$ cat src/verilog/conv_defs.svh
`ifndef CONV_DEFS_SVH
`define CONV_DEFS_SVH

// Frame geometry
`define CONV_IMG_W       8
`define CONV_IMG_H       8

// Kernel and filter bank
`define CONV_K           3
`define CONV_TAPS        9
`define CONV_NUM_FILT    2

// Data widths
`define CONV_PIX_W       8
`define CONV_COEF_W      16
`define CONV_FEAT_W      16

// Pipeline shape, window register excluded
`define CONV_TREE_STAGES 4
`define CONV_LATENCY     6

// Control bus
`define CONV_WB_AW       8
`define CONV_WB_DW       16

`endif

$ cat src/verilog/conv_data_pkg.sv
`default_nettype none

`include "conv_defs.svh"

package conv_data_pkg;

    // Scalar types along the datapath
    typedef logic        [`CONV_PIX_W-1:0]  pixel_t;
    typedef logic signed [7:0]              weight_t;
    typedef logic signed [`CONV_COEF_W-1:0] bias_t;
    // 9-bit zero-extended pixel times 8-bit weight
    typedef logic signed [16:0]             prod_t;
    // Nine products plus bias with headroom
    typedef logic signed [21:0]             sum_t;
    typedef logic signed [`CONV_FEAT_W-1:0] feat_t;

    // Index 0 is the top-left pixel, row-major
    typedef struct packed {
        pixel_t [`CONV_TAPS-1:0] pix;
    } window_t;

    // Weight w[f][t] is tap t of filter f
    typedef struct packed {
        weight_t [`CONV_NUM_FILT-1:0][`CONV_TAPS-1:0] w;
        bias_t   [`CONV_NUM_FILT-1:0]                 b;
    } coef_t;

    typedef struct packed {
        feat_t [`CONV_NUM_FILT-1:0] f;
    } feat_vec_t;

endpackage

`default_nettype wire

$ cat src/verilog/conv_bus_pkg.sv
`default_nettype none

`include "conv_defs.svh"

package conv_bus_pkg;

    // Master to slave, classic cycle
    typedef struct packed {
        logic                   cyc;
        logic                   stb;
        logic                   we;
        logic [`CONV_WB_AW-1:0] adr;
        logic [`CONV_WB_DW-1:0] dat;
    } wb_req_t;

    // Slave to master
    typedef struct packed {
        logic                   ack;
        logic [`CONV_WB_DW-1:0] dat;
    } wb_rsp_t;

    // Region select from the top two address bits
    // Code 3 is unmapped and reads zero
    typedef enum logic [1:0] {
        REG_CTRL   = 2'd0,
        REG_BIAS   = 2'd1,
        REG_WEIGHT = 2'd2
    } reg_region_e;

endpackage

`default_nettype wire

$ cat src/verilog/conv_coef_regs.sv
`default_nettype none

`include "conv_defs.svh"

module conv_coef_regs (
    input  wire logic                  i_clk,
    input  wire logic                  i_rst,
    input  wire conv_bus_pkg::wb_req_t i_wb,
    output conv_bus_pkg::wb_rsp_t      o_wb,
    output logic                       o_enable,
    output conv_data_pkg::coef_t       o_coef
);
    import conv_bus_pkg::*;
    import conv_data_pkg::*;

    reg_region_e             region;
    logic [`CONV_WB_AW-3:0]  index;
    logic                    req;
    logic                    ack_q;
    logic [`CONV_WB_DW-1:0]  rdat_d;
    logic [`CONV_WB_DW-1:0]  rdat_q;
    logic                    enable_q;
    coef_t                   coef_q;

    //////////////////////////////////////////////////
    // Address decode
    //////////////////////////////////////////////////
    always_comb begin
        region = reg_region_e'(i_wb.adr[`CONV_WB_AW-1 -: 2]);
        index  = i_wb.adr[`CONV_WB_AW-3:0];
        // New request only, so ack stays one cycle while stb is held
        req    = i_wb.cyc & i_wb.stb & ~ack_q;
    end

    // Read mux, out-of-range indexes fall through to zero
    always_comb begin
        rdat_d = '0;
        case (region)
            REG_CTRL: begin
                if (index == 0) begin
                    rdat_d = `CONV_WB_DW'(enable_q);
                end
            end
            REG_BIAS: begin
                for (int f = 0; f < `CONV_NUM_FILT; f++) begin
                    if (index == f) begin
                        rdat_d = `CONV_WB_DW'(coef_q.b[f]);
                    end
                end
            end
            REG_WEIGHT: begin
                for (int f = 0; f < `CONV_NUM_FILT; f++) begin
                    for (int t = 0; t < `CONV_TAPS; t++) begin
                        // Sign-extended on the way out
                        if (index == f * `CONV_TAPS + t) begin
                            rdat_d = `CONV_WB_DW'(coef_q.w[f][t]);
                        end
                    end
                end
            end
            default: rdat_d = '0;
        endcase
    end

    //////////////////////////////////////////////////
    // Register file and ack
    //////////////////////////////////////////////////
    always_ff @(posedge i_clk) begin
        if (i_rst) begin
            ack_q    <= 1'b0;
            enable_q <= 1'b0;
            coef_q   <= '0;
        end else begin
            ack_q <= req;
            // Write lands on the edge that raises ack
            if (req && i_wb.we) begin
                case (region)
                    REG_CTRL: begin
                        if (index == 0) begin
                            enable_q <= i_wb.dat[0];
                        end
                    end
                    REG_BIAS: begin
                        for (int f = 0; f < `CONV_NUM_FILT; f++) begin
                            if (index == f) begin
                                coef_q.b[f] <= bias_t'(i_wb.dat);
                            end
                        end
                    end
                    REG_WEIGHT: begin
                        for (int f = 0; f < `CONV_NUM_FILT; f++) begin
                            for (int t = 0; t < `CONV_TAPS; t++) begin
                                // Low byte only
                                if (index == f * `CONV_TAPS + t) begin
                                    coef_q.w[f][t] <= weight_t'(i_wb.dat[7:0]);
                                end
                            end
                        end
                    end
                    default: ;
                endcase
            end
        end
    end

    // Read data captured with the request
    always_ff @(posedge i_clk) begin
        if (req) begin
            rdat_q <= rdat_d;
        end
    end

    always_comb begin
        o_wb.ack = ack_q;
        o_wb.dat = rdat_q;
        o_enable = enable_q;
        o_coef   = coef_q;
    end

endmodule

`default_nettype wire

$ cat src/verilog/conv_window_gen.sv
`default_nettype none

`include "conv_defs.svh"

module conv_window_gen (
    input  wire logic                  i_clk,
    input  wire logic                  i_rst,
    input  wire logic                  i_enable,
    input  wire logic                  i_pix_valid,
    input  wire conv_data_pkg::pixel_t i_pix,
    output logic                       o_pix_ready,
    output logic                       o_win_valid,
    output conv_data_pkg::window_t     o_win
);
    import conv_data_pkg::*;

    localparam int COL_W = $clog2(`CONV_IMG_W);
    localparam int ROW_W = $clog2(`CONV_IMG_H);

    typedef enum logic {
        WIN_IDLE,
        WIN_RUN
    } win_state_e;

    win_state_e        state_q;
    logic [COL_W-1:0]  col_q;
    logic [ROW_W-1:0]  row_q;
    logic [COL_W-1:0]  col_cur;
    logic [ROW_W-1:0]  row_cur;
    logic              accept;
    logic              win_done;
    logic              win_valid_q;
    window_t           win_q;

    // Previous rows, entry 0 is the oldest
    pixel_t line_mem [`CONV_K-1][`CONV_IMG_W];
    // Column entering the window, top row first
    pixel_t [`CONV_K-1:0] col_in;

    // No back-pressure beyond the enable bit
    assign o_pix_ready = i_enable;
    assign accept      = i_pix_valid & i_enable;

    //////////////////////////////////////////////////
    // Raster position
    //////////////////////////////////////////////////
    always_comb begin
        // While idle the counters count as zero
        // Covers a pixel taken on the first enabled cycle
        col_cur  = (state_q == WIN_IDLE) ? '0 : col_q;
        row_cur  = (state_q == WIN_IDLE) ? '0 : row_q;
        win_done = accept && (col_cur >= COL_W'(`CONV_K - 1))
                          && (row_cur >= ROW_W'(`CONV_K - 1));
    end

    always_ff @(posedge i_clk) begin
        if (i_rst) begin
            state_q <= WIN_IDLE;
            col_q   <= '0;
            row_q   <= '0;
        end else begin
            state_q <= i_enable ? WIN_RUN : WIN_IDLE;
            if (accept) begin
                if (col_cur == COL_W'(`CONV_IMG_W - 1)) begin
                    col_q <= '0;
                    // Wrap straight into the next frame
                    row_q <= (row_cur == ROW_W'(`CONV_IMG_H - 1)) ? '0 : row_cur + 1'b1;
                end else begin
                    col_q <= col_cur + 1'b1;
                    row_q <= row_cur;
                end
            end else if (state_q == WIN_IDLE) begin
                // Partial frame dropped
                col_q <= '0;
                row_q <= '0;
            end
        end
    end

    //////////////////////////////////////////////////
    // Line memories and window register
    //////////////////////////////////////////////////
    always_comb begin
        for (int i = 0; i < `CONV_K - 1; i++) begin
            col_in[i] = line_mem[i][col_cur];
        end
        col_in[`CONV_K-1] = i_pix;
    end

    always_ff @(posedge i_clk) begin
        if (accept) begin
            // Each row moves up one memory
            for (int i = 0; i < `CONV_K - 2; i++) begin
                line_mem[i][col_cur] <= line_mem[i + 1][col_cur];
            end
            line_mem[`CONV_K-2][col_cur] <= i_pix;
            // Shift window left by one column
            for (int i = 0; i < `CONV_K; i++) begin
                for (int j = 0; j < `CONV_K - 1; j++) begin
                    win_q.pix[i * `CONV_K + j] <= win_q.pix[i * `CONV_K + j + 1];
                end
                win_q.pix[i * `CONV_K + `CONV_K - 1] <= col_in[i];
            end
        end
    end

    always_ff @(posedge i_clk) begin
        if (i_rst) begin
            win_valid_q <= 1'b0;
        end else begin
            win_valid_q <= win_done;
        end
    end

    assign o_win_valid = win_valid_q;
    assign o_win       = win_q;

endmodule

`default_nettype wire

$ cat src/verilog/conv_mac_array.sv
`default_nettype none

`include "conv_defs.svh"

module conv_mac_array (
    input  wire logic                   i_clk,
    input  wire logic                   i_rst,
    input  wire logic                   i_win_valid,
    input  wire conv_data_pkg::window_t i_win,
    input  wire conv_data_pkg::coef_t   i_coef,
    output logic                        o_feat_valid,
    output conv_data_pkg::feat_vec_t    o_feat
);
    import conv_data_pkg::*;

    localparam sum_t FEAT_MAX = sum_t'(2 ** (`CONV_FEAT_W - 1) - 1);
    localparam sum_t FEAT_MIN = -sum_t'(2 ** (`CONV_FEAT_W - 1));

    // Operand count entering tree level l
    function automatic int tree_width(input int l);
        int n;
        n = `CONV_TAPS;
        for (int k = 0; k < l; k++) begin
            n = (n + 1) / 2;
        end
        return n;
    endfunction

    prod_t                    prod_d [`CONV_NUM_FILT][`CONV_TAPS];
    // Level 0 holds products, last level holds the full sum in entry 0
    sum_t                     tree_q [`CONV_NUM_FILT][`CONV_TREE_STAGES+1][`CONV_TAPS];
    sum_t                     biased [`CONV_NUM_FILT];
    logic [`CONV_LATENCY-1:0] vld_q;
    feat_vec_t                feat_q;

    //////////////////////////////////////////////////
    // Multiply and adder tree
    //////////////////////////////////////////////////
    always_comb begin
        for (int f = 0; f < `CONV_NUM_FILT; f++) begin
            for (int t = 0; t < `CONV_TAPS; t++) begin
                // Unsigned pixel, signed weight
                prod_d[f][t] = $signed({1'b0, i_win.pix[t]}) * i_coef.w[f][t];
            end
            biased[f] = tree_q[f][`CONV_TREE_STAGES][0] + sum_t'(i_coef.b[f]);
        end
    end

    always_ff @(posedge i_clk) begin
        for (int f = 0; f < `CONV_NUM_FILT; f++) begin
            for (int t = 0; t < `CONV_TAPS; t++) begin
                tree_q[f][0][t] <= sum_t'(prod_d[f][t]);
            end
            // Pairwise sums, odd operand passes through
            for (int l = 0; l < `CONV_TREE_STAGES; l++) begin
                for (int i = 0; i < `CONV_TAPS / 2; i++) begin
                    if (2 * i + 1 < tree_width(l)) begin
                        tree_q[f][l + 1][i] <= tree_q[f][l][2 * i] + tree_q[f][l][2 * i + 1];
                    end
                end
                if (tree_width(l) % 2 == 1) begin
                    tree_q[f][l + 1][tree_width(l) / 2] <= tree_q[f][l][tree_width(l) - 1];
                end
            end
        end
    end

    //////////////////////////////////////////////////
    // Bias, saturation and valid pipe
    //////////////////////////////////////////////////
    always_ff @(posedge i_clk) begin
        for (int f = 0; f < `CONV_NUM_FILT; f++) begin
            if (biased[f] > FEAT_MAX) begin
                feat_q.f[f] <= feat_t'(FEAT_MAX);
            end else if (biased[f] < FEAT_MIN) begin
                feat_q.f[f] <= feat_t'(FEAT_MIN);
            end else begin
                feat_q.f[f] <= feat_t'(biased[f]);
            end
        end
    end

    // One bit per stage: multiply, tree levels, output
    always_ff @(posedge i_clk) begin
        if (i_rst) begin
            vld_q <= '0;
        end else begin
            vld_q <= {vld_q[`CONV_LATENCY-2:0], i_win_valid};
        end
    end

    assign o_feat_valid = vld_q[`CONV_LATENCY-1];
    assign o_feat       = feat_q;

endmodule

`default_nettype wire

$ cat src/verilog/conv_top.sv
`default_nettype none

module conv_top (
    input  wire logic                  i_clk,
    input  wire logic                  i_rst,
    input  wire conv_bus_pkg::wb_req_t i_wb,
    output conv_bus_pkg::wb_rsp_t      o_wb,
    input  wire logic                  i_pix_valid,
    input  wire conv_data_pkg::pixel_t i_pix,
    output logic                       o_pix_ready,
    output logic                       o_feat_valid,
    output conv_data_pkg::feat_vec_t   o_feat
);
    import conv_data_pkg::*;

    logic    enable;
    coef_t   coef;
    logic    win_valid;
    window_t win;

    //////////////////////////////////////////////////
    // Control port
    //////////////////////////////////////////////////
    conv_coef_regs u_coef_regs (
        .i_clk    (i_clk),
        .i_rst    (i_rst),
        .i_wb     (i_wb),
        .o_wb     (o_wb),
        .o_enable (enable),
        .o_coef   (coef)
    );

    // Raster stream to 3x3 windows
    conv_window_gen u_window_gen (
        .i_clk       (i_clk),
        .i_rst       (i_rst),
        .i_enable    (enable),
        .i_pix_valid (i_pix_valid),
        .i_pix       (i_pix),
        .o_pix_ready (o_pix_ready),
        .o_win_valid (win_valid),
        .o_win       (win)
    );

    // Windows to one feature per filter
    conv_mac_array u_mac_array (
        .i_clk        (i_clk),
        .i_rst        (i_rst),
        .i_win_valid  (win_valid),
        .i_win        (win),
        .i_coef       (coef),
        .o_feat_valid (o_feat_valid),
        .o_feat       (o_feat)
    );

endmodule

`default_nettype wire

$ cat config.mk
export PLATFORM = sky130hd
export DESIGN_NAME = conv_top
export DESIGN_NICKNAME = d
export VERILOG_FILES = /design/src/verilog/conv_data_pkg.sv /design/src/verilog/conv_bus_pkg.sv /design/src/verilog/conv_coef_regs.sv /design/src/verilog/conv_window_gen.sv /design/src/verilog/conv_mac_array.sv /design/src/verilog/conv_top.sv
export VERILOG_INCLUDE_DIRS = /design/src /design/src/verilog
export SDC_FILE = /design/constraint.sdc
export NUM_CORES = 2
export LEC_CHECK = 0
export ABC_CLOCK_PERIOD_IN_PS = 11600
export BUFFER_PORTS_ARGS = -buffer_cell sky130_fd_sc_hd__buf_4
export CAP_MARGIN = 20
export CORE_MARGIN = 8
export CORE_UTILIZATION = 35
export DETAILED_ROUTE_END_ITERATION = 7
export HOLD_SLACK_MARGIN = 0.05
export MAX_ROUTING_LAYER = met4
export SLEW_MARGIN = 15
export SYNTH_ARGS = -nofsm -noshare
export SYNTH_HDL_FRONTEND = slang
export SYNTH_SLANG_ARGS = --single-unit
$ cat constraint.sdc
create_clock -name i_clk -period 11.6 [get_ports i_clk]
set_input_delay 2.32 -clock i_clk [delete_from_list [all_inputs] [get_ports i_clk]]
set_output_delay 2.32 -clock i_clk [all_outputs]
set_load 0.02 [all_outputs]
# --- Yosys cells after proc, flatten, opt, wreduce, memory -nomap -nowiden ---
# Memories as Yosys holds them, arrays and structs flattened.
# Cells that the tools add are included.
word_totals:
  latch_bits: 0
  n_memories: 2
  regBits: 312
  output_inout_bits: 51
  ram_bits: 1008
  mem_bits_ro: 0
  wordCells: 182
memory_table:
  columns: ["name", "depth", "width", "read_ports", "rd_clocked_by_memory_dff", "wr", "line", "text"]
  rows:
  - ["u_mac_array.tree_q", 2, 440, 2, 0, 2, "conv_mac_array.sv:31", "sum_t tree_q [`CONV_NUM_FILT][`CONV_TREE_STAGES+1][`CONV_TAPS];"]
  - ["u_window_gen.line_mem", 2, 64, 2, 0, 2, "conv_window_gen.sv:36", "pixel_t line_mem [`CONV_K-1][`CONV_IMG_W];"]
classes:
  div: 0
  reduce_logical: 27
  addsub: 20
  mul: 18
  shifts: 0
  bitwise_logic: 5
  muxes: 42
  eq_ne: 21
  n_lt_le_gt_ge: 8
ops:
  columns: ["op", "count"]
  rows:
  - ["$add A22 B22 Y22", 16]
  - ["$mux W16", 22]
  - ["$mul A9 B8 Y17", 18]
  - ["$mux W64", 1]
  - ["$reduce_and A3 Y1", 21]
  - ["$bmux W8 S3", 2]
  - ["$eq A6 B4 Y1 const B", 8]
  - ["$pmux W16 S3", 1]
  - ["$add A22 B16 Y22", 2]
  - ["$gt A22 B16 Y1 const B", 2]
  - ["$lt A22 B16 Y1 const B", 2]
  - ["$mux W8", 5]
  - ["$demux W8 S3", 1]
  - ["$eq A6 B3 Y1 const B", 4]
  - ["$mux W3", 7]
  - ["$eq A6 B2 Y1 const B", 2]
  - ["$eq A6 B5 Y1 const B", 2]
  - ["$add A3 B1 Y3 const B", 2]
  - ["$eq A3 B3 Y1 const B", 2]
  - ["$eq A6 B1 Y1 const B", 1]
  - ["$ge A3 B2 Y1 const B", 2]
  - ["$logic_not A6 Y1", 1]
  - ["$ge A4 B4 Y1 const B", 1]
  - ["$logic_and A1 B1 Y1", 4]
  - ["8 further kinds", 12]

# --- Longest topological paths before layout ---
logic_depth:
  depth_word: 20
  ltp_mapped: 20

# --- Modules after synthesis ---
# A second synthesis with hierarchy kept.
unflattened:
  hier_cells: 9034
  hier_area_um2: 86963.4
by_module_without_submodules:
  columns: ["module", "cells_per_inst", "area_per_inst_um2", "instances"]
  rows:
  - ["conv_mac_array", 7539, 70595.2, 1]
  - ["conv_coef_regs", 1090, 8749.6, 1]
  - ["conv_window_gen", 405, 7618.6, 1]

# --- Worst setup path before layout ---
# Ideal clock, no wire load.
synth_timing:
  path_type: "input -> register"
  startpoint: "input i_pix_valid"
  endpoint: "memory u_window_gen.line_mem[0][104] (netlist bit), enable pin"
  path_slack_ns: 6.136
  setup_time_ns: 0.389
  path_stages: 4
  arrival_time_ns: 5.076
  t_required_ns: 11.211
  path_cell_list: "nand2_1 inv_1 nand2_1 nor2_1"
synth_lines:
  columns: ["element", "line", "text"]
  rows:
  - ["start, declared", "conv_top.sv:8", "input wire logic i_pix_valid,"]
  - ["end, declared", "conv_window_gen.sv:36", null]

==> key figures <==
Outcome
  • Status: finished, final reports clean

Hold path
  • Worst-case hold path end point: u_mac_array.tree_q[1][146]$_DFF_P_
  • Hold path start: u_mac_array.tree_q[1][256]$_DFF_P_
  • WHS Path Cells: 0
  • HP Class: reg -> reg

Power
  • Total power: approximately 9000 uW
  • Logic pwr share: between 1 and 1.5%
  • PwrDens: 92.9 nW/um2
  • P_sw: about 2000 uW
  • Sequential power share: 48.6%
  • Max VDD drop: roughly 0.16 mV
  • Clock power share: 50.1%
  • Switching Share: roughly 22%
  • Cell-internal power: between 6000 and 7000 uW
  • Lkg Pwr: about 0.044 uW

Setup path
  • Reg2Reg Setup Slack: slightly above 6 ns
  • Kind of critical path: reg -> reg
  • Reg2reg start: u_window_gen.o_win[71]$_DFFE_PP_
  • Critical Path, Cell by Cell: nand2_1 > fa_1 > fa_1 > inv_1 > fa_1 > inv_1 > fa_1 > inv_1 > ha_1 > o21ai_0 > a21boi_0 > o21ai_0 > a21boi_0 > o21ai_0 > a21oi_1 > o41ai_1 > xnor2_1
  • Startpoint Class: flop
  • Crit path top cell by count: fa_1
  • Max incr delay on CP: between 1 and 1.5 ns
  • Crit path max fanout: 17
  • Crit path capture type: flop
  • Worst path required time: 12.32 ns
  • Worst EP arrival: slightly above 6 ns
  • Critical Path Slowest Stage Cell: edfxtp_1
  • Reg2Reg Capture Point: u_mac_array.tree_q[1][263]$_DFF_P_
  • R2R cell count: 17

Timing
  • Clock Skew: just under 0.06 ns
  • Relative slew slack: between 20% and 30%
  • Achievable Freq: 185 MHz
  • Worst Tran Pin Value: about 1.2 ns
  • Final min period: around 5.4 ns
  • Final worst-path cycle share: between 40% and 50%
  • Setup TNS: 0 ns
  • Final worst slack: between 6 and 7 ns
  • RSZ-0062 raised after global routing: no
  • Setup violators final: 0
  • Fin. Hold Viols: 0
  • Final Max Slew Viols: 0

Synthesis
  • Mean Syn Cell Area: about 9.4 um2
  • Cell with the most instances after synthesis: ha_1
  • Synth Area in Simple Gates: between 10% and 20%
  • Yosys top cell area share: a little under a quarter
  • Synth Net Count: roughly 11,000
  • Sequential cell area fraction in the yosys report: 30.6%
  • Synth Cell Area: 85,700 um2
  • Unique masters post-synth: between 90 and 100
  • EDFF count, synth: roughly 220
  • Cell count after synthesis: between 9,000 and 10,000
  • Main area contributors after synthesis: dfxtp_1 (23%), ha_1 (16%), fa_1 (16%)
  • Post-synth ARST share: 0%
  • Synth top cells by count: ha_1 (1,125), inv_1 (1,119), nand2_1 (1,117)
  • XOR/XNOR Fraction of Synth Area: 4.56%
  • Post-synth top area cell: dfxtp_1
  • Yosys warnings: 0
  • Compound-gate portion of the synthesized area: 10.1%
  • Post-Synth Adder-Cell Area: approximately 32%
  • Post-synthesis sequential element count: around 1,200
  • Mux share of post-synthesis cell area: 0.260%
  • Combinational family with the most area after synthesis: adder cells
  • Post-synth top flop: dfxtp_1

Routing
  • Vias/cell: 5.00
  • Antenna-violating nets left: 0
  • DR DRC count: 0
  • DRT Pass-1 Iters: 6
  • Drt wl/cell: approximately 18 um
  • Initial DRC count: slightly above 4,000
  • Via count: between 60,000 and 70,000
  • Routed wire length: between 200,000 and 250,000 um

Clock tree
  • Sink Count: between 1,000 and 1,500
  • Num CTS Buffers: between 100 and 150
  • # hold bufs at CTS: 0
  • Clk_lat worst skew: between 0.8 and 0.9 ns
  • TritonCTS clock tree: yes
  • H-tree depth: 4
  • Post-CTS Resized: 0
  • Max clock buf depth: 3
  • Reg clk slew, reported paths: 0.06 ns
  • Root Buffer: clkbuf_16
  • Post-CTS Setup Inserts: 0

Cells and area
  • Layout area overhead: 9.95%
  • Layout Nets: between 10,000 and 15,000
  • Non-filler cells in the finished layout: 12,400
  • Layout cells sized above 1: between 4 and 5%
  • Fill cells: ~24,000
  • Final instance area: 94,200 um2

Die
  • Core outline area: 243,000 um2
  • Starting density of the core: approximately a third
  • Chip height: just over 500 um
  • Row Count: about 180
  • Die Area: 261,000 um2
  • Die W: 511 um
  • I/O pin count: 89

Global routing
  • Antenna violations before repair: 23
  • Pin count of the biggest net entering global routing: between 90 and 100
  • Most Crowded Layer GR: met2
  • Met1 GRT Util: roughly 22%
  • Met3 Use GR: between 2 and 2.5%
  • First-pass GRT wire length: between 300,000 and 400,000 um
  • Total global-route track usage: around 18%
  • Number of global-route vias before repair: ~63,000
  • M2 GR Usage: 29.0%
  • Grt ovf: 0

Place
  • Gp weighted congestion: a little over 0.9
  • DP Wirelength: 180,000 um
  • Placed Area: roughly 90,000 um2
  • Placed Instances: 12,100
  • DP Worst Slack: a little under 6 ns
  • IO Port Bufs: 88

Flow run
  • Max Cap Viol: 0
==> metrics by stage <==
stage | hold slack [ns] | util (%)
5_1_grt | 0.314 | 38.7
2_1_floorplan | 0.310 | -
6_report | 0.315 | 38.7
3_5_place_dp | 0.312 | 36.8
4_1_cts | 0.308 | 38.7
3_3_place_gp | 0.310 | 36.8
==> cell usage in the layout (no fill, tap or decap), drive strengths merged, types with 16 or more instances in the layout <==
cell / Yosys / layout
nand2b: 176 / 176
or4: 17 / 17
xnor2: 357 / 357
a21o: 88 / 88
nand4: 17 / 17
or3: 33 / 33
o21bai: 33 / 33
nor2: 487 / 487
a31oi: 21 / 21
and2: 625 / 625
o21a: 64 / 64
ha: 1125 / 1125
clkbuf: 261 / 189
and3: 41 / 41
a2111oi: 22 / 22
dfxtp: 984 / 984
xor2: 89 / 89
o41ai: 48 / 48
mux2i: 20 / 20
nand3: 99 / 99
o2111ai: 16 / 16
fa: 684 / 684
o31a: 21 / 21
edfxtp: 216 / 216
clkinv: 0 / 45
inv: 1119 / 1132
nand2: 1118 / 1118
nor3: 109 / 109
a221oi: 20 / 20
nor2b: 85 / 85
a21oi: 509 / 509
o211ai: 19 / 19
a211oi: 35 / 35
a22o: 18 / 18
a22oi: 37 / 37
buf: 19 / 114
a21boi: 70 / 70
o21ai: 258 / 258
==> power by group through the flow <==
stage / logic (uW) / registers [uW] / clock network (uW)
floorplan: 47.0 / 4350 / 0
global placement: 118 / 4340 / 0
detailed placement: 119 / 4340 / 0
CTS: 120 / 4250 / 4510
global route: 127 / 4250 / 4670
finish: 121 / 4250 / 4380
==> worst max-delay path, delay by kind of cell (launching register included) <==
family / cells / cell delay [ns]
flip-flops: 1 / 1.10
AND/OR/NAND/NOR: 1 / 0.18
buffers and inverters: 3 / 0.15
adder cells (fa/ha/maj): 5 / 2.34
XOR/XNOR: 1 / 0.16
AO/OA/AOI/OAI: 7 / 1.40
==> cell type report <==
class	count	area, um2	area share (%)
Timing Repair Buffer	114	871	0.924
Multi-Input combinational cell	6484	54300	57.6
Tap cell	3202	4010	4.25
Antenna cell	14	35.0	0.0372
Clock inverter	65	663	0.704
Sequential cell	1200	26200	27.8
Inverter	1119	4200	4.46
Clock buffer	189	3970	4.22
==> routing by layer <==
layer / up-vias / wire length, um
li1: 29700 / -
met1: 30100 / 102000
met2: 1631 / 106000
met3: 417 / 11400
met4: 0 / 9420
met5: - / 0
==> worst max path at each step <==
stage	startpoint	end	slack, ns	depth (start not counted)
floorplan	i_pix_valid	u_window_gen.line_mem[0][104]$_DFFE_PP_	6.14	4
finish	u_window_gen.o_win[71]$_DFFE_PP_	u_mac_array.tree_q[1][263]$_DFF_P_	6.18	17
CTS	u_window_gen.o_win[71]$_DFFE_PP_	u_mac_array.tree_q[1][263]$_DFF_P_	6.20	17
global placement	i_wb[16]	u_coef_regs.rdat_q[8]$_DFFE_PP_	6.06	10
detailed placement	i_wb[16]	u_coef_regs.rdat_q[11]$_DFFE_PP_	5.91	9
global route	u_window_gen.o_win[71]$_DFFE_PP_	u_mac_array.tree_q[1][263]$_DFF_P_	5.76	17
==> flip-flops by register name, indices dropped and copies added, names as in the netlist, 6 cells and up <==
signal / count
u_coef_regs.o_coef: 176
u_coef_regs.rdat_q: 16
u_mac_array.o_feat: 32
u_mac_array.tree_q: 760
u_mac_array.vld_q: 6
u_window_gen.line_mem: 128
u_window_gen.o_win: 72
==> cell families (layout without fill, tap and decap cells) <==
group           Yosys count  after routing
fa+ha+maj              1809           1809
compound gates         1360           1360
flops                  1200           1200
mux                      22             22
buf+inv                1399           1487
other cells               0             14
xor+xnor                446            446
simple gates           2847           2847
(Power assumes the default switching activity.)
